$ cat src/verilog/dev_pkg.sv
package dev_pkg;

    typedef enum logic [2:0] {
        REGION_RESERVED,
        REGION_GPIO_DIR,
        REGION_GPIO_VAL,
        REGION_TIMER,
        REGION_SRAM,
        REGION_FLASH
    } region_e;

    typedef enum logic [1:0] {
        MMU_IDLE,
        MMU_REG,
        MMU_STORAGE,
        MMU_RESPOND
    } mmu_state_e;

    typedef enum logic [2:0] {
        FL_IDLE,
        FL_CMD,
        FL_ADDR,
        FL_DATA,
        FL_DONE
    } flash_state_e;

    typedef enum logic [7:0] {
        FLASH_READ = 8'h03
    } flash_cmd_e;

    // SCK half period in clocks
    localparam int SPI_DIV = 2;
    // Byte address bits sent after the opcode
    localparam int FLASH_AW = 24;

    localparam int TIMER_W = 32;

endpackage : dev_pkg

$ cat src/verilog/interval_timer.sv
`timescale 1ns/10ps

module interval_timer (
    input  logic                        clk,
    input  logic                        rst,
    input  logic                        load_i,
    input  logic [dev_pkg::TIMER_W-1:0] load_val_i,
    output logic                        expired_o
);
    import dev_pkg::*;

    logic [TIMER_W-1:0] count_q;

    // Counts down once per clock and parks at zero
    always_ff @(posedge clk) begin
        if (!rst) begin
            count_q <= '0;
        end else if (load_i) begin
            count_q <= load_val_i;
        end else if (count_q != '0) begin
            count_q <= count_q - 1'b1;
        end
    end

    assign expired_o = (count_q == '0);

endmodule : interval_timer

$ cat config.mk
export PLATFORM = sky130hd
export DESIGN_NAME = interval_timer
export DESIGN_NICKNAME = d
export VERILOG_FILES = /design/src/verilog/dev_pkg.sv /design/src/verilog/interval_timer.sv
export SDC_FILE = /design/constraint.sdc
export NUM_CORES = 1
export LEC_CHECK = 0
export ABC_AREA = 1
export BUFFER_PORTS_ARGS = -buffer_cell sky130_fd_sc_hd__buf_4
export CORE_UTILIZATION = 40
export DETAILED_ROUTE_END_ITERATION = 8
export PLACE_DENSITY = 0.65
export SETUP_SLACK_MARGIN = 0.2
export SLEW_MARGIN = 20
export SYNTH_ARGS = -nofsm -noshare
export SYNTH_HDL_FRONTEND = slang
export SYNTH_SLANG_ARGS = --single-unit
$ cat constraint.sdc
create_clock -name clk -period 3.7 [get_ports clk]
set_clock_uncertainty 0.2 [all_clocks]
set_input_delay 0.37 -clock clk [delete_from_list [all_inputs] [get_ports clk]]
set_output_delay 0.37 -clock clk [all_outputs]
set_load 0.05 [all_outputs]
; ---- Word level (Yosys, flattened, before mapping)
; Index checks and enable logic that the tools add are counted.
; W data, S select, Z words.
[op_classes]
mux = 2
n_reduce_logical = 3
n_addsub = 1
[ops]
columns = operator, n
row1 = $mux W32, 2
row2 = $logic_not A32 Y1, 1
row3 = $reduce_bool A32 Y1, 1
row4 = $sub A32 B1 Y32 const B, 1
row5 = $reduce_bool A2 Y1, 1
[totals]
output_inout_bits = 1
in_bits = 35
ff_bits = 32
word_cells = 7

; ---- Longest topological paths before layout
[logic_depth]
word_depth = 3
ltp_mapped = 13
depth_no_buf = 11

; ---- Least setup slack after synthesis
; Ideal clock, no wire load.
[synth_path]
path_type = register to output
from = register count_q[0]
to = output port expired_o
setup_slack_ns = 1.318
arrival_time_ns = 1.812
n_path_buf = 1
required_time_ns = 3.130
path_stages_with_launch = 10
cell_sequence = dfxtp_1 inv_1 ha_1 buf_2 nand2_2 nor2_8 nand2_2 nor2_1 nand2_1 nor2_1
[synth_via]
elab_chain_len = 1
[synth_rtl]
columns = item, line
row1 = start: declaration, interval_timer.sv:12  ; logic [TIMER_W-1:0] count_q;
row2 = start signal: assignment, interval_timer.sv:19  ; count_q <= load_val_i;
row3 = start signal: assignment, interval_timer.sv:21  ; count_q <= count_q - 1'b1;
row4 = $logic_not A32 Y1, interval_timer.sv:25  ; assign expired_o = (count_q == '0);
row5 = end: declaration, interval_timer.sv:8  ; output logic expired_o
; No other way between the ends.

; ---- Worst setup path in the final report
; Same ends and word-level chain as after synthesis.

==> results.toml <==
[layout]
fin_util_pct = 49.9
drive_gt1_share_pct = 16.4
num_antenna_cells = 0
largest_reg_flops = 32
reg_top3 = "count_q: 32 flops"
num-nets-final = 432
largest-register = "count_q"
area_growth_syn_to_layout_pct = 17.8

[clocking]
clk_pin_slew_ns = 0.07
ctsHtreeMaxLevel = 2
ctsResizeCount = 0
cts_buffers = 5
clockRootBuffer = "clkbuf_8"
cts_setup_buffers = 0
cts_hold_buf = 0
clock_latency_ns = 0.29
cts.sinks = 32
tritoncts = "done"
ctsLongestPathBuffers = 2

[timing]
rsz0062_at_grt = "false"
min_period_ns = 2.54
fin_crit_sh_pct = 68.8
maxSlewHeadroom_pct = 49.6
setup_tns_ns = 0
fmax_mhz = 393
hold_violations = 0
worst_pin_slew_ns = 0.755
setup_viol = 0
maxSlewViolCount = 0

[power_and_ir_drop]
power_density_mw_per_mm2 = 375
p_leak_nw = 1.21
vdd_drop_max_uv = 165

[worst_setup_path]
endpoint_kind = "output pin"
path_buf_inv = 2
path_cells = "inv_1 > ha_1 > nand2_2 > nor2_8 > nand2_2 > nor2_1 > nand2_1 > nor2_1 > buf_4"
cp.required_ns = 3.13
timing_worst_setup_path_type = "flip-flop to output pin"
path_max_fanout = 8
cp.arrival_ns = 1.97
crit_slowest_cell = "dfxtp_1"
cp-start-kind = "flip-flop"
critPathTopFamily = "simple AND/OR/NAND/NOR gates"
cpPeakStageDelay_ns = 0.32

[route]
routedWlPerCell_um = 12.5
avgViaCountPerCell = 4.89
drtAntennaViolNets = 0
drt_drc_violations_left = 0
vias = 2284
routed_wl_um = 5840
dr.pass1.iters = 5
drt_iter0_markers = 183

[yosys]
seq_area_frac_synth_pct = 29.3
async_reset_ff_share_pct = 0
synth_cell_types = 29
syn_nets = 400
synthFlopType = "dfxtp_1"
synth.most_common_cell = "nand2_1"
synth_enable_flop_cells = 0
synth.top_cell.area_share_pct = 29.3
ys_top_cells_by_count = "115 x nand2_1, 70 x nor2_1, 32 x dfxtp_1"
ys_seq_elements = 32
syn_area_per_cell_um2 = 6.01
synth_area_leaders = "dfxtp_1 29%, nand2_1 20%, nor2_1 12%"
yosysTopAreaCell = "dfxtp_1"
synth_cells = 364
netlist_area_mm2 = 0.00219
yosys_warnings = 0

[place]
hpwl_um = 4340
port_buffers = 35
gp_congestion = 0.868

[global_route]
grt_pass1_wl_um = 9510
antenna_found_initial = 0
grt_usage_pct = 21.0
grt_pass1_vias = 1969
grt-ovfl-total = 0
grt_max_degree = 29

[floorplanning]
design.core.area_mm2 = 0.00517
dieArea_mm2 = 0.00577
row_count = 26
io_pins = 36
die_h_um = 76.0
fp.dieW_um = 76.0
initial_core_util_pct = 42.3

[min_path]
worst_hold_path_type = "input pin to flip-flop"

[status]
outcome = "finished, final reports clean"

[job]
drv_cap = 0
==> through the flow <==
step	area (µm²)	hold WS, ns	setup slack [ns]	power [mW]	std cells
after floorplan	2190	0.249	1.32	0.605	364
after detailed placement	2490	0.268	1.46	0.684	459
after CTS	2580	0.131	1.14	0.967	467
final	2580	0.135	1.16	0.967	467
after global placement	2490	0.262	1.53	0.682	459
after global routing	2580	0.136	0.985	1.03	467
==> final cells by class <==
class,instances,area [µm²]
fillers,557,2590
multi-input cells,290,1380
flip-flops and latches,32,641
repair buffers,35,263
inverters,32,120
well taps,70,87.6
clock buffers,6,82.6
clock inverters,2,10.0
==> power breakdown <==
part           switching [mW]  internal, mW
registers              0.0279         0.372
logic                   0.175         0.106
clock network           0.139         0.148
total                   0.342         0.626
==> placed cells by master (no fill, tap or decap), types with 7 or more instances in the layout <==
cell     instances
nor2_1          70
nand3_1         23
o21ai_0         10
xor2_1           7
dfxtp_1         32
buf_4           35
or2_2            7
inv_1           31
a21oi_1         21
nand2_1        115
nand4_1          7
==> worst register-to-register path: stages (launching register included) <==
cell	delay [ns]
dfxtp_1	0.34
inv_1	0.06
ha_1	0.29
nand2_2	0.16
nor2_8	0.08
nand3_4	0.11
nor2_4	0.04
nor2_2	0.51
nand2_1	0.11
a21oi_1	0.16
==> routing by layer <==
layer | share of wire, % | global-route usage, % | vias up
met4 | 1.8 | 9.04 | 0
met5 | 0 | 0 | -
met1 | 49 | 27.7 | 984
met3 | 7.7 | 5.66 | 9
li1 | - | - | 1209
met2 | 42 | 32.2 | 82
==> path summary, 6_finish.rpt <==
check                start          end  slack [ns]  cells past startpoint
max             count_q[0]    expired_o        1.16                      9
min          load_val_i[2]   count_q[2]        0.13                      3
max reg2reg     count_q[0]  count_q[11]        1.57                      9
min reg2reg     count_q[0]   count_q[0]        0.28                      2
==> kinds of logic (layout without fill, tap and decap cells) <==
kind of cell / count (synthesis) / after routing / share of synthesized area [%]
AOI/OAI and AO/OA: 36 / 36 / 8.86
buffers and inverters: 42 / 75 / 7.89
xor gates and xnor gates: 12 / 12 / 4.80
adders and majority gates: 1 / 1 / 0.572
and+or+nand+nor: 239 / 239 / 47.7
DFF: 32 / 32 / 29.3
muxes: 2 / 2 / 0.915
No activity file was read; power rests on OpenSTA's default activity.
