## src/verilog/bus_pkg.sv

```systemverilog
package bus_pkg;

    localparam int DATA_W = 32;
    localparam int ADDR_W = 32;
    localparam int BE_W   = DATA_W / 8;

    // Credits held by the core after reset, equal to the queue depth
    localparam int REQ_CREDITS = 2;

    localparam int GPIO_N  = 10;
    localparam int GPIO_IW = $clog2(GPIO_N);

    // Address map, each GPIO block spans GPIO_N addresses
    localparam logic [ADDR_W-1:0] GPIO_DIR_BASE = 32'h0000_0101;
    localparam logic [ADDR_W-1:0] GPIO_VAL_BASE = 32'h0000_010B;
    localparam logic [ADDR_W-1:0] TIMER_ADDR    = 32'h0000_0115;
    localparam logic [ADDR_W-1:0] SRAM_BASE     = 32'h0000_1000;
    localparam logic [ADDR_W-1:0] SRAM_LAST     = 32'h0000_1FFF;
    localparam logic [ADDR_W-1:0] FLASH_BASE    = 32'h0000_2000;

    localparam int SRAM_WORDS = 1024;
    localparam int SRAM_AW    = $clog2(SRAM_WORDS);

    // Word address carried by a storage command
    localparam int STOR_AW = 24;

    typedef struct packed {
        logic              we;
        logic [ADDR_W-1:0] addr;
        logic [DATA_W-1:0] wdata;
        logic [BE_W-1:0]   be;
    } bus_req_t;

    typedef struct packed {
        logic [DATA_W-1:0] rdata;
        logic              err;
    } bus_rsp_t;

    typedef struct packed {
        logic               flash;
        logic               we;
        logic [STOR_AW-1:0] waddr;
        logic [DATA_W-1:0]  wdata;
        logic [BE_W-1:0]    be;
    } storage_cmd_t;

endpackage : bus_pkg
```

## src/verilog/gpio_bank.sv

```systemverilog
`timescale 1ns/10ps

module gpio_bank (
    input  logic                        clk,
    input  logic                        rst,
    input  logic                        access_i,
    input  logic                        we_i,
    input  logic                        dir_sel_i,
    input  logic [bus_pkg::GPIO_IW-1:0] idx_i,
    input  logic                        wbit_i,
    output logic                        rbit_o,
    output logic                        err_o,
    input  logic [bus_pkg::GPIO_N-1:0]  pin_in_i,
    output logic [bus_pkg::GPIO_N-1:0]  pin_out_o,
    output logic [bus_pkg::GPIO_N-1:0]  pin_oe_o
);
    import bus_pkg::*;

    // Direction 1 is input
    logic [GPIO_N-1:0] dir_q;
    logic [GPIO_N-1:0] out_q;
    logic [GPIO_N-1:0] sync1_q;
    logic [GPIO_N-1:0] sync2_q;

    // Value writes need an output pin, value reads an input pin
    assign err_o  = access_i && !dir_sel_i && (we_i ? dir_q[idx_i] : !dir_q[idx_i]);
    assign rbit_o = dir_sel_i ? dir_q[idx_i] : sync2_q[idx_i];

    always_ff @(posedge clk) begin
        if (!rst) begin
            dir_q <= '1;
            out_q <= '0;
        end else if (access_i && we_i && !err_o) begin
            if (dir_sel_i) begin
                dir_q[idx_i] <= wbit_i;
            end else begin
                out_q[idx_i] <= wbit_i;
            end
        end
    end

    always_ff @(posedge clk) begin
        sync1_q <= pin_in_i;
        sync2_q <= sync1_q;
    end

    assign pin_out_o = out_q;
    assign pin_oe_o  = ~dir_q;

endmodule : gpio_bank

```

## config.mk

```make
export PLATFORM = sky130hd
export DESIGN_NAME = gpio_bank
export DESIGN_NICKNAME = d
export VERILOG_FILES = /design/src/verilog/bus_pkg.sv /design/src/verilog/gpio_bank.sv
export SDC_FILE = /design/constraint.sdc
export NUM_CORES = 1
export LEC_CHECK = 0
export ABC_CLOCK_PERIOD_IN_PS = 1300
export BUFFER_PORTS_ARGS = -buffer_cell sky130_fd_sc_hd__buf_2
export CAP_MARGIN = 20
export CORE_UTILIZATION = 48
export CTS_BUF_LIST = sky130_fd_sc_hd__clkbuf_8
export CTS_CLUSTER_DIAMETER = 200
export DETAILED_ROUTE_END_ITERATION = 16
export GPL_ROUTABILITY_DRIVEN = 0
export GPL_TIMING_DRIVEN = 1
export PLACE_DENSITY = 0.77
export SLEW_MARGIN = 30
export SYNTH_ARGS = -nofsm -noshare
export SYNTH_HDL_FRONTEND = slang
export SYNTH_SLANG_ARGS = --single-unit
```

## constraint.sdc

```tcl
create_clock -name clk -period 1.3 [get_ports clk]
set_input_delay 0.065 -clock clk [delete_from_list [all_inputs] [get_ports clk]]
set_output_delay 0.065 -clock clk [all_outputs]
set_load 0.05 [all_outputs]
```

==> Word level (Yosys, flattened, before mapping) <==
Cells that the tools add are included.
{ "classes": {"addsub": 0, "mul": 0, "div": 0, "n_lt_le_gt_ge": 2, "eq_ne": 0, "shifts": 0, "mux": 10, "n_bitwise": 2, "reduce_logical": 10} }
{ "ops": {"columns": ["op", "count"], "rows": [
  ["10-bit bitwise mux", 2],
  ["10-bit inverter", 1],
  ["1-bit binary-select mux with 4-bit select", 2],
  ["1-bit logical AND", 5],
  ["4-bit by 5-bit < comparator with 1-bit output (second input constant)", 1],
  ["1-bit two-way mux", 5],
  ["1-bit demux with 4-bit select", 1],
  ["4-bit by 1-bit >= comparator with 1-bit output (second input constant)", 1],
  ["2-bit AND reduction", 2],
  ["1-bit zero test", 3],
  ["1-bit inverter", 1]
]} }
{ "word_totals": {"register_bits": 40, "latchBits": 0, "mem_bits_rw": 0, "mem_bits_ro": 0, "inputBits": 20, "out_inout_bits": 22, "word_cells": 28, "mem_count": 0} }

==> Logic depth before layout (Yosys ltp) <==
{ "logic_depth": {"ltp_word": 8, "mapped_depth": 6} }

==> Worst setup path before layout <==
No wires, ideal clock.
{ "synth_path": {"path_type": "reg-to-output", "start": "register dir_q[7]", "end": "output port rbit_o", "arrival_ns": 1.860, "required_ns": 1.235, "path_slack_ns": -0.625, "path_stages_with_launch": 5, "path_buffers": 0, "path_cell_list": "dfxtp_1 mux2i_1 mux4_2 a2bb2oi_1 a22oi_1"} }
{ "synth_between": {"elab_chain_cells": 3} }
{ "synth_lines": {"columns": ["element", "line_no", "source"], "rows": [
  ["from (decl)", "gpio_bank.sv:20", "logic [GPIO_N-1:0] dir_q;"],
  ["from (signal, indexed assignment)", "gpio_bank.sv:35", "dir_q[idx_i] <= wbit_i;"],
  ["1-bit binary-select mux with 4-bit select", "gpio_bank.sv:27", "assign rbit_o = dir_sel_i ? dir_q[idx_i] : sync2_q[idx_i];"],
  ["1-bit two-way mux (implied by the code)", "gpio_bank.sv:27", null],
  ["1-bit two-way mux", "gpio_bank.sv:27", null],
  ["to (decl)", "gpio_bank.sv:11", "output logic rbit_o,"]
]} }
No other way between the ends. The select of a mux whose other input is x is not followed.

==> Worst setup path in the final report <==
{ "layout_path": {"start": "register dir_q[3]", "end": "output port rbit_o"} }
Same word-level chain as after synthesis.

==> results by group <==
Run status
  – Outcome: finished with violations
  – Violated checks: setup timing

Timing
  – Fmax achieved: 0.554 GHz
  – Final setup TNS: -2.76 ns
  – Setup ws final: -0.504 ns
  – Min cycle time layout: 1.80 ns
  – Endpoints failing setup: 12
  – Final Max Tran Viols: 0
  – Tcrit/Tclk final: 139%
  – RSZ-0062 raised after global routing: yes
  – Worst slew pin tran: 0.515 ns
  – Hold Vio Cnt, Final: 0
  – Layout Skew: 0.00144 ns
  – WHS: 0.0693 ns
  – Normalized max-slew margin: 65.6%

Floorplanning
  – Core area: 3100 sq um
  – Initial Util: 51.1%
  – I/O pins: 42
  – Die span in x: 59.5 microns
  – Die height: 59.5 microns
  – Die area: 3540 sq um
  – Row count: 20

Final layout
  – Layout Nets: 251
  – Antenna diodes: 0
  – Layout cells sized above 1: 41.8%
  – P&R area growth vs syn: 43.9%

Hold path
  – Hold endpoint: dir_q[6]
  – Hold/Removal Path Class: in -> reg
  – HP Start: rst
  – WHS Path Cells: 2

Yosys
  – Ys async rst share: 0%
  – Syn nets: 174
  – Mapped Avg Cell Area: 10.3 sq um
  – Netlist cell types: 30
  – Post-synthesis cell count: 154
  – Post-synth EDFFs: 0
  – Synth Cell Area: 1590 sq um
  – #FFs+latches synth: 40
  – Yosys Warn Count: 0
  – Sequential area share after synthesis: 50.5%
  – Top FF cell, synth: dfxtp_1

Route
  – DR WL/cell: 13.5 microns
  – Detailed Route Iter0 Violations: 64
  – Drt first pass iters: 4
  – DRC: 0
  – Antenna-violating nets left: 0
  – Total Routed Length: 3.72 mm
  – Via count: 1397
  – Routed vias/inst: 5.06

Global route
  – Met1 usage: 24.7%
  – Met3 Use GR: 6.33%
  – Initial antenna violation count: 0
  – Global route total overflow: 0
  – GR Util All Layers: 22.9%
  – Met2 Usage GRT: 41.7%
  – First-pass GRT wire length: 5.82 mm
  – Largest net degree at the start of global routing: 15
  – Vias in the first global route: 1344
  – Grt peak-use layer: met2

Clocking
  – Root Driver: clkbuf_8
  – Clock sink count: 40
  – # H-tree levels: 2
  – CTS Buffer Depth: 2
  – TritonCTS Buffers: 5
  – Clk_lat worst skew: 0.29 ns
  – CTS clk-pin slew, worst paths: 0.08 ns
  – CTS tree: built

Power and ir drop
  – Switching power share of the total: 23.1%
  – Internal cell power: 1.96 mW
  – P_leak: 1.18 nW
  – Max VDD drop: 0.00115 V
  – Psw: 0.587 mW
  – Gate power share: 10.0%
  – Seq pwr share: 49.8%
  – PnR Total Power: 2.54 mW
  – Power share of the clock group: 40.1%
  – Power per cell area: 1120 nW/um^2

Critical path
  – Reg2Reg Depth: 6
  – Worst setup SP type: register
  – Reg-to-reg slack, setup: -0.21 ns
  – Reg2reg end: pin_out_o[2]
  – R2R Path Start: dir_q[3]
  – CP Max Fanout: 2
  – Crit Path Class: reg -> out
  – WP data arrival: 1.74 ns
  – CP endpoint kind: output pin
  – Req. time, crit path: 1.24 ns

Flow run
  – Max-cap violations: 0

Placed design
  – Port bufs: 41
  – Final HPWL DP: 2.55 mm
critical path, cell delays in order (launching register included):
cell       delay [ns]
dfxtp_2          0.34
mux2i_1          0.07
mux4_2           0.49
a2bb2oi_1        0.16
a22oi_2          0.20
buf_6            0.19
cell usage in the layout (no fill, tap or decap), drive strengths merged:
cell	synthesis	layout
a2111oi	2	2
nor2	2	2
dlygate4sd3	0	10
and3b	1	1
a22oi	2	2
o211ai	1	1
mux4	3	3
nor2b	3	3
bufinv	0	1
a21oi	1	1
nand4	10	10
a31oi	1	1
mux2i	22	22
inv	13	14
or4bb	1	1
nor3b	1	1
nand2	20	20
a31o	2	2
and2b	1	1
nand2b	1	1
and3	1	1
clkinvlp	0	1
nand3	10	10
mux2	2	2
dfxtp	40	40
and2	1	1
a21boi	3	3
clkbuf	6	5
a2bb2oi	1	1
buf	3	69
flip-flops by register name, indices dropped and copies added, names as in the netlist:
signal and count:
sync1_q 10, dir_q 10, sync2_q 10, pin_out_o 10
timing repair:
item	CTS	global route
pin swaps	1	0
setup buffers	1	1
resized for setup	9	8
gates cloned	0	0
hold buffers	10	0
endpoints found under the setup margin	12	12
endpoints found under the hold margin	10	0
metrics by stage:
stage / util [%] / cells / worst slack (ns) / area (sq um)
2_1_floorplan: - / 154 / -0.550 / 1610
3_3_place_gp: 64.9 / 257 / -0.251 / 2010
3_5_place_dp: 64.9 / 257 / -0.289 / 2010
4_1_cts: 72.9 / 276 / -0.485 / 2260
5_1_grt: 73.5 / 276 / -0.591 / 2280
6_report: 73.5 / 276 / -0.504 / 2280
routing by layer:
layer	wire, microns	part of all wire, %	vias to the layer above
li1	-	-	691
met1	1540	41	657
met2	1950	53	40
met3	151	4.1	9
met4	72	1.9	0
met5	0	0	-
synth_stat cells (2+ instances only):
cell type	count	area [sq um]
dfxtp_1	40	801
mux2i_1	22	220
nand2_1	20	75.1
inv_1	13	48.8
nand3_1	10	50.1
nand4_1	10	62.6
clkbuf_1	6	22.5
nor2b_1	3	18.8
a2111oi_0	2	17.5
a21boi_1	2	15.0
a22oi_1	2	15.0
a31o_2	2	17.5
buf_6	2	22.5
mux2_2	2	22.5
mux4_1	2	52.6
nor2_1	2	7.51
kinds of logic after synthesis:
group,Yosys count,share of synthesized area [%]
mux,27,20.0
flops,40,50.5
compound gates,13,6.31
simple gates,52,16.9
buf+inv,22,6.23
power groups by stage:
stage | Combinational [mW] | Clock (mW) | Sequential (mW)
final | 0.255 | 1.02 | 1.27
after global routing | 0.274 | 1.11 | 1.27
after CTS | 0.247 | 1.03 | 1.27
after detailed placement | 0.214 | 0 | 1.30
after global placement | 0.207 | 0 | 1.29
after floorplan | 0.119 | 0 | 1.29
worst max path at each step:
| stage | startpoint | endpoint | slack, ns | cells past startpoint |
|---|---|---|---|---|
| floorplan | dir_q[7] | err_o | -0.55 | 4 |
| global placement | idx_i[0] | err_o | -0.25 | 6 |
| detailed placement | idx_i[0] | err_o | -0.29 | 6 |
| CTS | dir_q[0] | rbit_o | -0.48 | 5 |
| global route | dir_q[3] | rbit_o | -0.59 | 5 |
| finish | dir_q[3] | rbit_o | -0.50 | 5 |
cell type report:
class	instances	area (sq um)
clock buffers	5	68.8
inverters	13	48.8
repair buffers	79	536
well taps	44	55.1
fillers	237	822
flip-flops and latches	40	812
multi-input cells	92	714
clock inverters	3	46.3
Note: power is estimated with default switching activity, not from simulation.
