### src/verilog/dev_pkg.sv
package dev_pkg;

    typedef enum logic [2:0] {
        REGION_RESERVED,
        REGION_GPIO_DIR,
        REGION_GPIO_VAL,
        REGION_TIMER,
        REGION_SRAM,
        REGION_FLASH
    } region_e;

    typedef enum logic [1:0] {
        MMU_IDLE,
        MMU_REG,
        MMU_STORAGE,
        MMU_RESPOND
    } mmu_state_e;

    typedef enum logic [2:0] {
        FL_IDLE,
        FL_CMD,
        FL_ADDR,
        FL_DATA,
        FL_DONE
    } flash_state_e;

    typedef enum logic [7:0] {
        FLASH_READ = 8'h03
    } flash_cmd_e;

    // SCK half period in clocks
    localparam int SPI_DIV = 2;
    // Byte address bits sent after the opcode
    localparam int FLASH_AW = 24;

    localparam int TIMER_W = 32;

endpackage : dev_pkg

### src/verilog/bus_pkg.sv
package bus_pkg;

    localparam int DATA_W = 32;
    localparam int ADDR_W = 32;
    localparam int BE_W   = DATA_W / 8;

    // Credits held by the core after reset, equal to the queue depth
    localparam int REQ_CREDITS = 2;

    localparam int GPIO_N  = 10;
    localparam int GPIO_IW = $clog2(GPIO_N);

    // Address map, each GPIO block spans GPIO_N addresses
    localparam logic [ADDR_W-1:0] GPIO_DIR_BASE = 32'h0000_0101;
    localparam logic [ADDR_W-1:0] GPIO_VAL_BASE = 32'h0000_010B;
    localparam logic [ADDR_W-1:0] TIMER_ADDR    = 32'h0000_0115;
    localparam logic [ADDR_W-1:0] SRAM_BASE     = 32'h0000_1000;
    localparam logic [ADDR_W-1:0] SRAM_LAST     = 32'h0000_1FFF;
    localparam logic [ADDR_W-1:0] FLASH_BASE    = 32'h0000_2000;

    localparam int SRAM_WORDS = 1024;
    localparam int SRAM_AW    = $clog2(SRAM_WORDS);

    // Word address carried by a storage command
    localparam int STOR_AW = 24;

    typedef struct packed {
        logic              we;
        logic [ADDR_W-1:0] addr;
        logic [DATA_W-1:0] wdata;
        logic [BE_W-1:0]   be;
    } bus_req_t;

    typedef struct packed {
        logic [DATA_W-1:0] rdata;
        logic              err;
    } bus_rsp_t;

    typedef struct packed {
        logic               flash;
        logic               we;
        logic [STOR_AW-1:0] waddr;
        logic [DATA_W-1:0]  wdata;
        logic [BE_W-1:0]    be;
    } storage_cmd_t;

endpackage : bus_pkg
### src/verilog/mmu.sv
`timescale 1ns/10ps

module mmu (
    input  logic                        clk,
    input  logic                        rst,
    input  logic                        req_valid_i,
    input  bus_pkg::bus_req_t           req_i,
    output logic                        credit_o,
    output logic                        rsp_valid_o,
    output bus_pkg::bus_rsp_t           rsp_o,
    output logic                        stor_start_o,
    output bus_pkg::storage_cmd_t       stor_cmd_o,
    input  logic                        stor_done_i,
    input  logic [bus_pkg::DATA_W-1:0]  stor_rdata_i,
    output logic                        gpio_access_o,
    output logic                        gpio_we_o,
    output logic                        gpio_dir_sel_o,
    output logic [bus_pkg::GPIO_IW-1:0] gpio_idx_o,
    output logic                        gpio_wbit_o,
    input  logic                        gpio_rbit_i,
    input  logic                        gpio_err_i,
    output logic                        timer_load_o,
    output logic [dev_pkg::TIMER_W-1:0] timer_val_o,
    input  logic                        timer_expired_i
);
    import bus_pkg::*;
    import dev_pkg::*;

    bus_req_t                         fifo_q [REQ_CREDITS];
    logic [$clog2(REQ_CREDITS)-1:0]   wr_ptr_q;
    logic [$clog2(REQ_CREDITS)-1:0]   rd_ptr_q;
    logic [$clog2(REQ_CREDITS+1)-1:0] fifo_cnt_q;
    logic                             push;
    logic                             pop;

    bus_req_t          cur_q;
    region_e           head_region;
    region_e           region_q;
    mmu_state_e        state_q;
    logic              stor_start_q;
    bus_rsp_t          reg_rsp;
    bus_rsp_t          rsp_q;
    logic [ADDR_W-1:0] gpio_off;

    function automatic region_e decode(input logic [ADDR_W-1:0] addr);
        if (addr >= GPIO_DIR_BASE && addr < GPIO_DIR_BASE + GPIO_N) begin
            return REGION_GPIO_DIR;
        end else if (addr >= GPIO_VAL_BASE && addr < GPIO_VAL_BASE + GPIO_N) begin
            return REGION_GPIO_VAL;
        end else if (addr == TIMER_ADDR) begin
            return REGION_TIMER;
        end else if (addr >= SRAM_BASE && addr <= SRAM_LAST) begin
            return REGION_SRAM;
        end else if (addr >= FLASH_BASE) begin
            return REGION_FLASH;
        end
        return REGION_RESERVED;
    endfunction

    // The core only sends while holding a credit, so a push always finds room
    assign push     = req_valid_i;
    assign pop      = (state_q == MMU_IDLE) && (fifo_cnt_q != '0);
    assign credit_o = pop;

    assign head_region = decode(fifo_q[rd_ptr_q].addr);

    always_ff @(posedge clk) begin
        if (push) begin
            fifo_q[wr_ptr_q] <= req_i;
        end
    end

    always_ff @(posedge clk) begin
        if (!rst) begin
            wr_ptr_q   <= '0;
            rd_ptr_q   <= '0;
            fifo_cnt_q <= '0;
        end else begin
            if (push) begin
                wr_ptr_q <= wr_ptr_q + 1'b1;
            end
            if (pop) begin
                rd_ptr_q <= rd_ptr_q + 1'b1;
            end
            if (push && !pop) begin
                fifo_cnt_q <= fifo_cnt_q + 1'b1;
            end else if (pop && !push) begin
                fifo_cnt_q <= fifo_cnt_q - 1'b1;
            end
        end
    end

    // Dispatch FSM handles one request at a time
    always_ff @(posedge clk) begin
        if (!rst) begin
            state_q      <= MMU_IDLE;
            stor_start_q <= 1'b0;
        end else begin
            stor_start_q <= 1'b0;
            case (state_q)
                MMU_IDLE: begin
                    if (pop) begin
                        // Flash writes fall through to the register path as errors
                        if (head_region == REGION_SRAM ||
                            (head_region == REGION_FLASH && !fifo_q[rd_ptr_q].we)) begin
                            state_q      <= MMU_STORAGE;
                            stor_start_q <= 1'b1;
                        end else begin
                            state_q <= MMU_REG;
                        end
                    end
                end
                MMU_REG: state_q <= MMU_RESPOND;
                MMU_STORAGE: begin
                    if (stor_done_i) begin
                        state_q <= MMU_RESPOND;
                    end
                end
                MMU_RESPOND: state_q <= MMU_IDLE;
                default: state_q <= MMU_IDLE;
            endcase
        end
    end

    // Request in service and the response stage
    always_ff @(posedge clk) begin
        if (pop) begin
            cur_q    <= fifo_q[rd_ptr_q];
            region_q <= head_region;
        end
        if (state_q == MMU_REG) begin
            rsp_q <= reg_rsp;
        end else if (state_q == MMU_STORAGE && stor_done_i) begin
            rsp_q.rdata <= cur_q.we ? '0 : stor_rdata_i;
            rsp_q.err   <= 1'b0;
        end
    end

    always_comb begin
        reg_rsp = '0;
        case (region_q)
            REGION_GPIO_DIR, REGION_GPIO_VAL: begin
                reg_rsp.err      = gpio_err_i;
                reg_rsp.rdata[0] = !cur_q.we && !gpio_err_i && gpio_rbit_i;
            end
            REGION_TIMER: reg_rsp.rdata[0] = !cur_q.we && timer_expired_i;
            // Reserved space and flash writes
            default: reg_rsp.err = 1'b1;
        endcase
    end

    assign rsp_valid_o = (state_q == MMU_RESPOND);
    assign rsp_o       = rsp_q;

    // Storage command stays stable for the whole access
    assign stor_start_o     = stor_start_q;
    assign stor_cmd_o.flash = (region_q == REGION_FLASH);
    assign stor_cmd_o.we    = cur_q.we;
    // SRAM uses only the low word address bits
    assign stor_cmd_o.waddr = cur_q.addr[STOR_AW+1:2];
    assign stor_cmd_o.wdata = cur_q.wdata;
    assign stor_cmd_o.be    = cur_q.be;

    assign gpio_dir_sel_o = (region_q == REGION_GPIO_DIR);
    assign gpio_access_o  = (state_q == MMU_REG) &&
                            (gpio_dir_sel_o || region_q == REGION_GPIO_VAL);
    assign gpio_we_o      = cur_q.we;
    assign gpio_off       = cur_q.addr - (gpio_dir_sel_o ? GPIO_DIR_BASE : GPIO_VAL_BASE);
    assign gpio_idx_o     = gpio_off[GPIO_IW-1:0];
    assign gpio_wbit_o    = cur_q.wdata[0];

    assign timer_load_o = (state_q == MMU_REG) && (region_q == REGION_TIMER) && cur_q.we;
    assign timer_val_o  = cur_q.wdata;

endmodule : mmu

### config.mk
export PLATFORM = sky130hd
export DESIGN_NAME = mmu
export DESIGN_NICKNAME = d
export VERILOG_FILES = /design/src/verilog/dev_pkg.sv /design/src/verilog/bus_pkg.sv /design/src/verilog/mmu.sv
export SDC_FILE = /design/constraint.sdc
export NUM_CORES = 1
export LEC_CHECK = 0
export BUFFER_PORTS_ARGS = -buffer_cell sky130_fd_sc_hd__buf_2
export CORE_UTILIZATION = 40
export DETAILED_ROUTE_END_ITERATION = 10
export GPL_TIMING_DRIVEN = 0
export PLACE_DENSITY = 0.73
export SLEW_MARGIN = 0
export SYNTH_ARGS = -nofsm -noshare
export SYNTH_HDL_FRONTEND = slang
export SYNTH_SLANG_ARGS = --single-unit
### constraint.sdc
create_clock -name clk -period 5.5 [get_ports clk]
set_clock_uncertainty 0.2 [all_clocks]
set_input_delay 1.1 -clock clk [delete_from_list [all_inputs] [get_ports clk]]
set_output_delay 1.1 -clock clk [all_outputs]
set_load 0.1 [all_outputs]
After elaboration in Yosys (flattened, before gate mapping)
Memories as Yosys holds them, arrays and structs flattened. A register that Yosys moved wholly into a read port is not among the register bits.
Index checks and enable logic that the tools add are counted.

word-level totals
  RAM bits = 138
  register bits after elaboration = 106
  bits of input ports = 108
  memory bits (read-only) = 0
  output and inout port bits = 139
  bits in latches = 0
  logic and storage cells = 94
  memories kept = 1

operators by class
  bitwise operators = 0
  multipliers = 0
  order comparisons = 7
  reductions and logical operators = 28
  add/subtract/negate cells = 5
  muxes and demuxes = 28
  shifts and indexed selects = 0
  divide/modulo/power cells = 0
  equality and inequality tests = 12

memory list
  memory  words  bits a word  read ports  clocked after Yosys merged registers in  wr ports  RTL line   RTL
  fifo_q  2      69           1           1                                        1         mmu.sv:29  bus_req_t fifo_q [REQ_CREDITS];

operators with widths
  kind                                                               number
  >= comparator 32 x 9 -> 1 bit (second input constant)              2
  < comparator 32 x 9 -> 1 bit (second input constant)               2
  == test 32 x 9 -> 1 bit (second input constant)                    1
  >= comparator 32 x 13 -> 1 bit (second input constant)             1
  >= comparator 32 x 14 -> 1 bit (second input constant)             1
  less-or-equal comparator 32 x 13 -> 1 bit (second input constant)  1
  two-way mux 32 bit                                                 1
  two-way mux 3 bit                                                  6
  logical AND 1 bit                                                  14
  two-way mux 2 bit                                                  7
  two-way mux 1 bit                                                  10
  == test 3 bit (second input constant)                              3
  one-hot mux 2 bit (4 select lines)                                 1
  == test 3 x 2 -> 1 bit (second input constant)                     2
  nonzero test 2 bit                                                 3
  logical NOT 1 bit                                                  5
  == test 2 bit (second input constant)                              2
  two-way mux 4 bit                                                  1
  inequality test 2 bit (second input constant)                      2
  one-hot mux 1 bit (2 select lines)                                 2
  subtractor 4 bit                                                   1
  == test 3 x 1 -> 1 bit (second input constant)                     1
  AND reduction 3 bit                                                1
  adder 1 bit (second input constant)                                2
  other kinds (7)                                                    8

Logic depth before layout (Yosys ltp)
Gate-level depths: netlist of run 1.

  depth in word-level cells = 13
  gate-level depth with buffers = 8
  gate-level depth less buffers = 7

Worst setup path before layout of run 1
No wires, ideal clock.

  path type = reg-to-output
  start = register region_q[1]
  end = output gpio_idx_o[3] (netlist name)
  cell stages (with the launch flop) = 6
  arrival time = 5595 ps
  required time = 4200 ps
  slack = -1395 ps
  cell sequence = edfxtp_1 nor3b_1 ha_1 a211oi_1 xor2_1 xnor2_1

on the way
  cells in the longest elaborated chain, start to end = 3

RTL lines
  item                    RTL line    RTL
  from (decl)             mmu.sv:38   region_e region_q;
  from (signal assigned)  mmu.sv:129  region_q <= head_region;
  == test 3 x 1 -> 1 bit  mmu.sv:164  assign gpio_dir_sel_o = (region_q == REGION_GPIO_DIR);
  via gpio_dir_sel_o      mmu.sv:17   output logic gpio_dir_sel_o,
  two-way mux 4 bit       mmu.sv:168  assign gpio_off = cur_q.addr - (gpio_dir_sel_o ? GPIO_DIR_BASE : GPIO_VAL_BASE);
  subtractor 4 bit        mmu.sv:168
  to (decl)               mmu.sv:18   output logic [bus_pkg::GPIO_IW-1:0] gpio_idx_o,

The timed path passes the listed nets, and every way through them passes these cells.

Worst setup path after layout of run 1
  start = register region_q[1]
  end = output gpio_idx_o[3] (netlist name)

on the way
  cells in the longest elaborated chain, start to end = 3

RTL lines
  item                    RTL line
  == test 3 x 1 -> 1 bit  mmu.sv:164
  two-way mux 4 bit       mmu.sv:168
  subtractor 4 bit        mmu.sv:168

Every way passes these cells.

==> metrics, run 1 <==
core area=22900 um^2; Num CTS Buffers=26; #FFs+latches synth=between 200 and 250; Syn. warnings=0; Most used DFF post-synth=edfxtp_1; fillcell total=1964; total grt overflow=0; Data required, critical path=4.20 ns; CTS tree=yes; Tcrit/Tclk final=0.737; row cnt=55; pin slew with the least headroom to its limit=just under 0.7 ns; Max FO, Critical Path=7; H-Tree Depth=1; Die ar.=24300 um^2; Slew Limit Fails=0; Die H=about 160 um; post-route insts no fill=~1200; Layout area overhead=28.3%; antenna-violating nets left=0; adder-cell share of the synthesized area=0.0100; detailed-route via count=roughly 5400; DR iter-0 viols=approximately 210; initial antenna violation count=2; xor-xnor portion of the synthesized cell area=0.00647; first-pass GRT wire length=27500 um; top-area cell type share of the netlist area=0.653; largest family of logic cells by synthesized area=buffers and inverters; gate count of the mapped netlist=560; reg2reg end=stor_cmd_o[45]; Initial DRT Pass Iterations=4; crit path DAT=2.75 ns; DR DRC count=0; mux contribution to synthesized area=0.0763; r2r setup slk=2.48 ns; clock sinks=between 200 and 250; WHS=roughly 0.27 ns; layout cells sized above 1=0.534; final wirelength=approximately 19000 um; post-route setup TNS=0 ns; largest net degree at the start of global routing=52; placed insts=1123; Setup crit start kind=flip-flop; hold path depth=1; Synth Area in Compound Gates=0.0527; EDFF count, synth=206; status=finished clean; die width=156 um; Yosys cell types=49; Simple-Gate Fraction of Synth Area=0.0355; PostCTS Resize Cnt=0; GPL Wtd Cong=0.714; Starting Density=0.414; routed len/inst=15.8 um; maxcap violations=0; Fmax achieved=between 0.2 and 0.25 GHz; final HPWL from detailed placement=around 13000 um; Slowest-stage cell, CP=edfxtp_1; Rel. slew slack=0.550; final setup violating endpoints=0; asr flop ratio synth=0; Total GRT Usage=0.148; post-synth net total=675; Clock Latency Late Sink=0.53 ns; Clock Tree Root=clkbuf_16; Post-Syn Area=9480 um^2; WS Path Type=flip-flop to output port; beginning of the worst hold path=rsp_o[30]; vias in the first global route=5293; RSZ-0062 raised after global routing=no; Worst Reg2Reg Path Length in Cells=6; Via density=4.57; CTS Buffer Depth=3; Final nets=953; Crit path buffers/inverters=1; Post-CTS Setup Bufs=0; Worst Setup End Kind=output port; Final Hold Viols=0; Crit path largest cell delay=0.50 ns; Syn Area/Cell=16.9 um^2; type of the most critical hold path=flip-flop to flip-flop; WHS Endpoint=rsp_o[30]; sequential area share after synthesis=0.735; top post-synthesis cells by area=edfxtp_1, dfxtp_1, buf_4, mux2_2, a22o_1; CP top delay family=flip-flops; leading area contributor after synthesis=edfxtp_1; Clk pin slew, worst setup/hold paths=0.06 ns; IO buf count=246; hold buffers post-CTS=0; Ports=247; fin crit period=4.05 ns; sequence of cells on the critical path=nor3b_2 -> ha_1 -> a211oi_1 -> xor2_1 -> xnor2_2 -> buf_2
worst register-to-register path: stages, from the launching register on:
cell,delay (ns)
dfxtp_1,0.33
buf_6,0.15
buf_2,0.30
buf_2,0.32
clkbuf_1,0.48
clkbuf_1,0.57
mux2_2,0.41
worst max-delay path by stage:
stage	startpoint	end	slack (ns)	depth (start not counted)
floorplan	region_q[1]	gpio_idx_o[3]	0.55	5
global placement	req_valid_i	fifo_q[0][29]	-1.63	2
detailed placement	region_q[1]	gpio_idx_o[3]	1.95	6
CTS	region_q[1]	gpio_idx_o[3]	1.38	6
global route	region_q[0]	gpio_idx_o[3]	1.29	6
finish	region_q[1]	gpio_idx_o[3]	1.45	6
cell families (layout without fill, tap and decap cells):
| logic type | after synthesis | count (layout) |
|---|---|---|
| and+or+nand+nor | 57 | 57 |
| muxes | 64 | 64 |
| buffers and inverters | 117 | 415 |
| DFF | 245 | 245 |
| AOI/OAI and AO/OA | 63 | 63 |
| adders and majority gates | 7 | 7 |
| xor gates and xnor gates | 7 | 7 |
| other | 0 | 2 |
Yosys cell counts, drive strengths merged, types with 2 or more instances:
cell type	n
and3	2
o21ai	8
nor2b	5
dfxtp	39
mux2i	4
xor2	2
or4b	2
nor2	5
or4	3
o21a	2
or3	2
a2111oi	2
ha	6
a21oi	10
and2	4
nand3	2
inv	9
a22o	31
nor3b	2
nand2	10
buf	97
xnor2	5
nor3	6
clkbuf	11
mux2	60
nand2b	2
edfxtp	206
nor4	8
layer usage:
| metal | wire length [um] | part of all wire | vias to the layer above | track usage |
|---|---|---|---|---|
| met3 | 1280 | 0.069 | 31 | 0.0406 |
| met5 | 13 | 0.00070 | - | 0 |
| met1 | 7270 | 0.39 | 2557 | 0.169 |
| met2 | 9550 | 0.52 | 184 | 0.269 |
| li1 | - | - | 2586 | - |
| met4 | 390 | 0.021 | 2 | 0.0415 |
stage by stage:
| stage | instance area, um^2 | setup WS [ns] | util |
|---|---|---|---|
| floorplan | 9490 | 0.549 | - |
| global placement | 11100 | -1.63 | 0.485 |
| detailed placement | 11200 | 1.95 | 0.490 |
| CTS | 12200 | 1.38 | 0.530 |
| global route | 12200 | 1.29 | 0.530 |
| finish | 12200 | 1.45 | 0.531 |
registers in the layout (all words and copies together) (netlist names), 2 cells and up, named ones only:
| signal | count |
|---|---|
| rsp_o | 33 |
| fifo_cnt_q | 2 |
| stor_cmd_o | 28 |
| timer_val_o | 32 |
| cur_q | 2 |
| fifo_q | 138 |
| region_q | 3 |
| state_q | 2 |
cell type report:
type | count | area [um^2] | area share
repair buffers | 250 | 1330 | 0.109
clock inverters | 14 | 209 | 0.0172
diodes | 2 | 5.00 | 0.000412
multi-input cells | 198 | 1740 | 0.143
inverters | 9 | 36.3 | 0.00298
plain buffers | 108 | 764 | 0.0629
clock buffers | 34 | 724 | 0.0596
well taps | 313 | 392 | 0.0322
flip-flops and latches | 245 | 6970 | 0.573
cell usage in the layout (no fill, tap or decap), types with 3 or more instances in the layout:
cell type	synthesis	layout
mux2_2	58	58
nand2_1	10	10
edfxtp_1	206	206
inv_1	9	8
clkinv_1	0	3
o21ai_0	8	8
and2_1	4	3
buf_2	2	248
mux2i_1	4	4
buf_4	93	93
a21oi_1	10	10
nor2b_1	5	4
bufinv_16	0	5
nor3_1	6	6
clkinv_2	0	3
clkbuf_1	11	14
nor4_1	8	8
xnor2_1	5	4
clkbuf_16	0	27
nor2_1	5	5
dfxtp_1	39	39
a22o_1	31	31
ha_1	6	6
Power of run 1 is left out: the tool's default activity adds up to more than one toggle a clock period on the data nets, which glitch-free logic cannot reach.
==> run 2: changes to the inputs <==
--- a/config.mk
+++ b/config.mk
@@ -9,7 +9,7 @@
 export CORE_UTILIZATION = 40
 export DETAILED_ROUTE_END_ITERATION = 10
 export GPL_TIMING_DRIVEN = 0
-export PLACE_DENSITY = 0.73
+export PLACE_DENSITY = 0.76
 export SLEW_MARGIN = 0
 export SYNTH_ARGS = -nofsm -noshare
 export SYNTH_HDL_FRONTEND = slang
==> constraint.sdc (replaced) <==
create_clock -name clk -period 3.4 [get_ports clk]
set_clock_uncertainty 0.2 [all_clocks]
set_input_delay 0.68 -clock clk [delete_from_list [all_inputs] [get_ports clk]]
set_output_delay 0.68 -clock clk [all_outputs]
set_load 0.1 [all_outputs]
==> run 2 against run 1 <==
Effect of this change: first-iteration DRC count increased by 62%; flip-flop and latch count unchanged; clock-buffer cell count decreased by 2; sequential share of layout area about the same; critical path type unchanged; worst hold slack got worse by 0.16 ns; largest cell class unchanged.
==> metrics, run 2 (synthesized netlist as in run 1, its figures left out) <==
Initial DRT Pass Iterations=4; Worst Setup End Kind=output port; Rel. slew slack=0.437; crit path from=region_q[2]; Setup crit start kind=flip-flop; largest net degree at the start of global routing=37; wire length on met2=9550 um; Starting Density=0.414; max reg flops=138; largest register by flop count=fifo_q; core area=22900 um^2; Die H=156 um; DR iter-0 viols=344; routed len/inst=16.7 um; Slew Limit Fails=0; total grt overflow=0; Data required, critical path=2.52 ns; CTS tree=yes; Clock Tree Root=clkbuf_16; Via density=4.64; DR DRC count=0; fin crit period=3.24 ns; vias in the first global route=about 5400; Clock Latency Late Sink=0.55 ns; initial antenna violation count=8; Num CTS Buffers=27; beginning of the worst hold path=req_i[49]; row cnt=55; Clk pin slew, worst setup/hold paths=0.06 ns; met3 wire length=approximately 1800 um; IO buf count=246; final setup violating endpoints=0; Core Util, Final=0.530; M1 WL=7730 um; CTS Buffer Depth=3; Layout area overhead=28.2%; maxcap violations=0; WS Path Type=flip-flop to output port; Final nets=960; type of the most critical hold path=input pin to flip-flop; RSZ-0062 raised after global routing=no; status=finished clean; clock sinks=245; Die ar.=24300 um^2; commonest non-fill, non-tap cells in the layout=buf_2, edfxtp_1, buf_4, mux2_2, dfxtp_1; detailed-route via count=5485; highest routed layer=met5; Ports=247; die width=roughly 160 um; pin slew with the least headroom to its limit=0.840 ns; Tcrit/Tclk final=0.952; first-pass GRT wire length=slightly below 30000 um; Final Hold Viols=0; H-Tree Depth=1; antenna-violating nets left=0; crit path DAT=2.36 ns; Fmax achieved=0.309 GHz; most common cell after layout, fill and taps aside=buf_2; final wirelength=19700 um; r2r setup slk=0.39 ns; layout cells sized above 1=0.531; Total GRT Usage=0.159; Max FO, Critical Path=4; final HPWL from detailed placement=between 10000 and 15000 um; GPL Wtd Cong=roughly 0.77
## run 2: layout make-up
type | instances | area [um^2]
antenna | 3 | 7.51
buffer | 108 | 764
clock buffer | 32 | 694
clock inverter | 18 | 178
fill | 1862 | 10800
inverter | 9 | 37.5
multi-input combinational | 198 | 1750
sequential | 245 | 6970
tap | 313 | 392
timing repair buffer | 255 | 1360
timing repair inverter | 1 | 5.00
## run 2: worst max-delay path, stage by stage (launching register included)
cell	delay, ns
edfxtp_1	0.45
nor3b_4	0.23
ha_1	0.26
a211oi_1	0.25
xor2_1	0.25
xnor2_2	0.14
buf_6	0.24
## run 2: timing repair
item | 4_1_cts | 5_1_grt
gates resized for setup | 2 | 1
gates cloned | 1 | 0
endpoints found under the hold margin | 0 | 0
hold buffers | 0 | 0
pin swaps | 1 | 0
buffers inserted | 3 | 2
endpoints found under the setup margin | 2 | 3
## run 2: worst paths after layout
check | endpoint | cells after the start
max | gpio_idx_o[3] | 6
min | fifo_q[1][49] | 1
max reg2reg | stor_cmd_o[40] | 6
min reg2reg | rsp_o[25] | 1
## run 2: through the flow
stage	TNS (ns)	instances	hold WS (ns)	area (um^2)	setup WS, ns
after CTS	0	1177	0.0918	12100	0.0484
after global routing	0	1181	0.0976	12100	0.0155
after global placement	-126.24	1119	0.257	11100	-1.07
after floorplan	-0.642	560	0.274	9510	-0.642
after detailed placement	0	1123	0.259	11200	0.0507
final	0	1182	0.116	12200	0.164
## run 2: metal layers
metal	GRT usage	vias up
li1	-	2604
met3	0.0525	45
met4	0.0537	8
met5	0	-
met1	0.181	2605
met2	0.280	223
Power of run 2 is left out for the same reason.
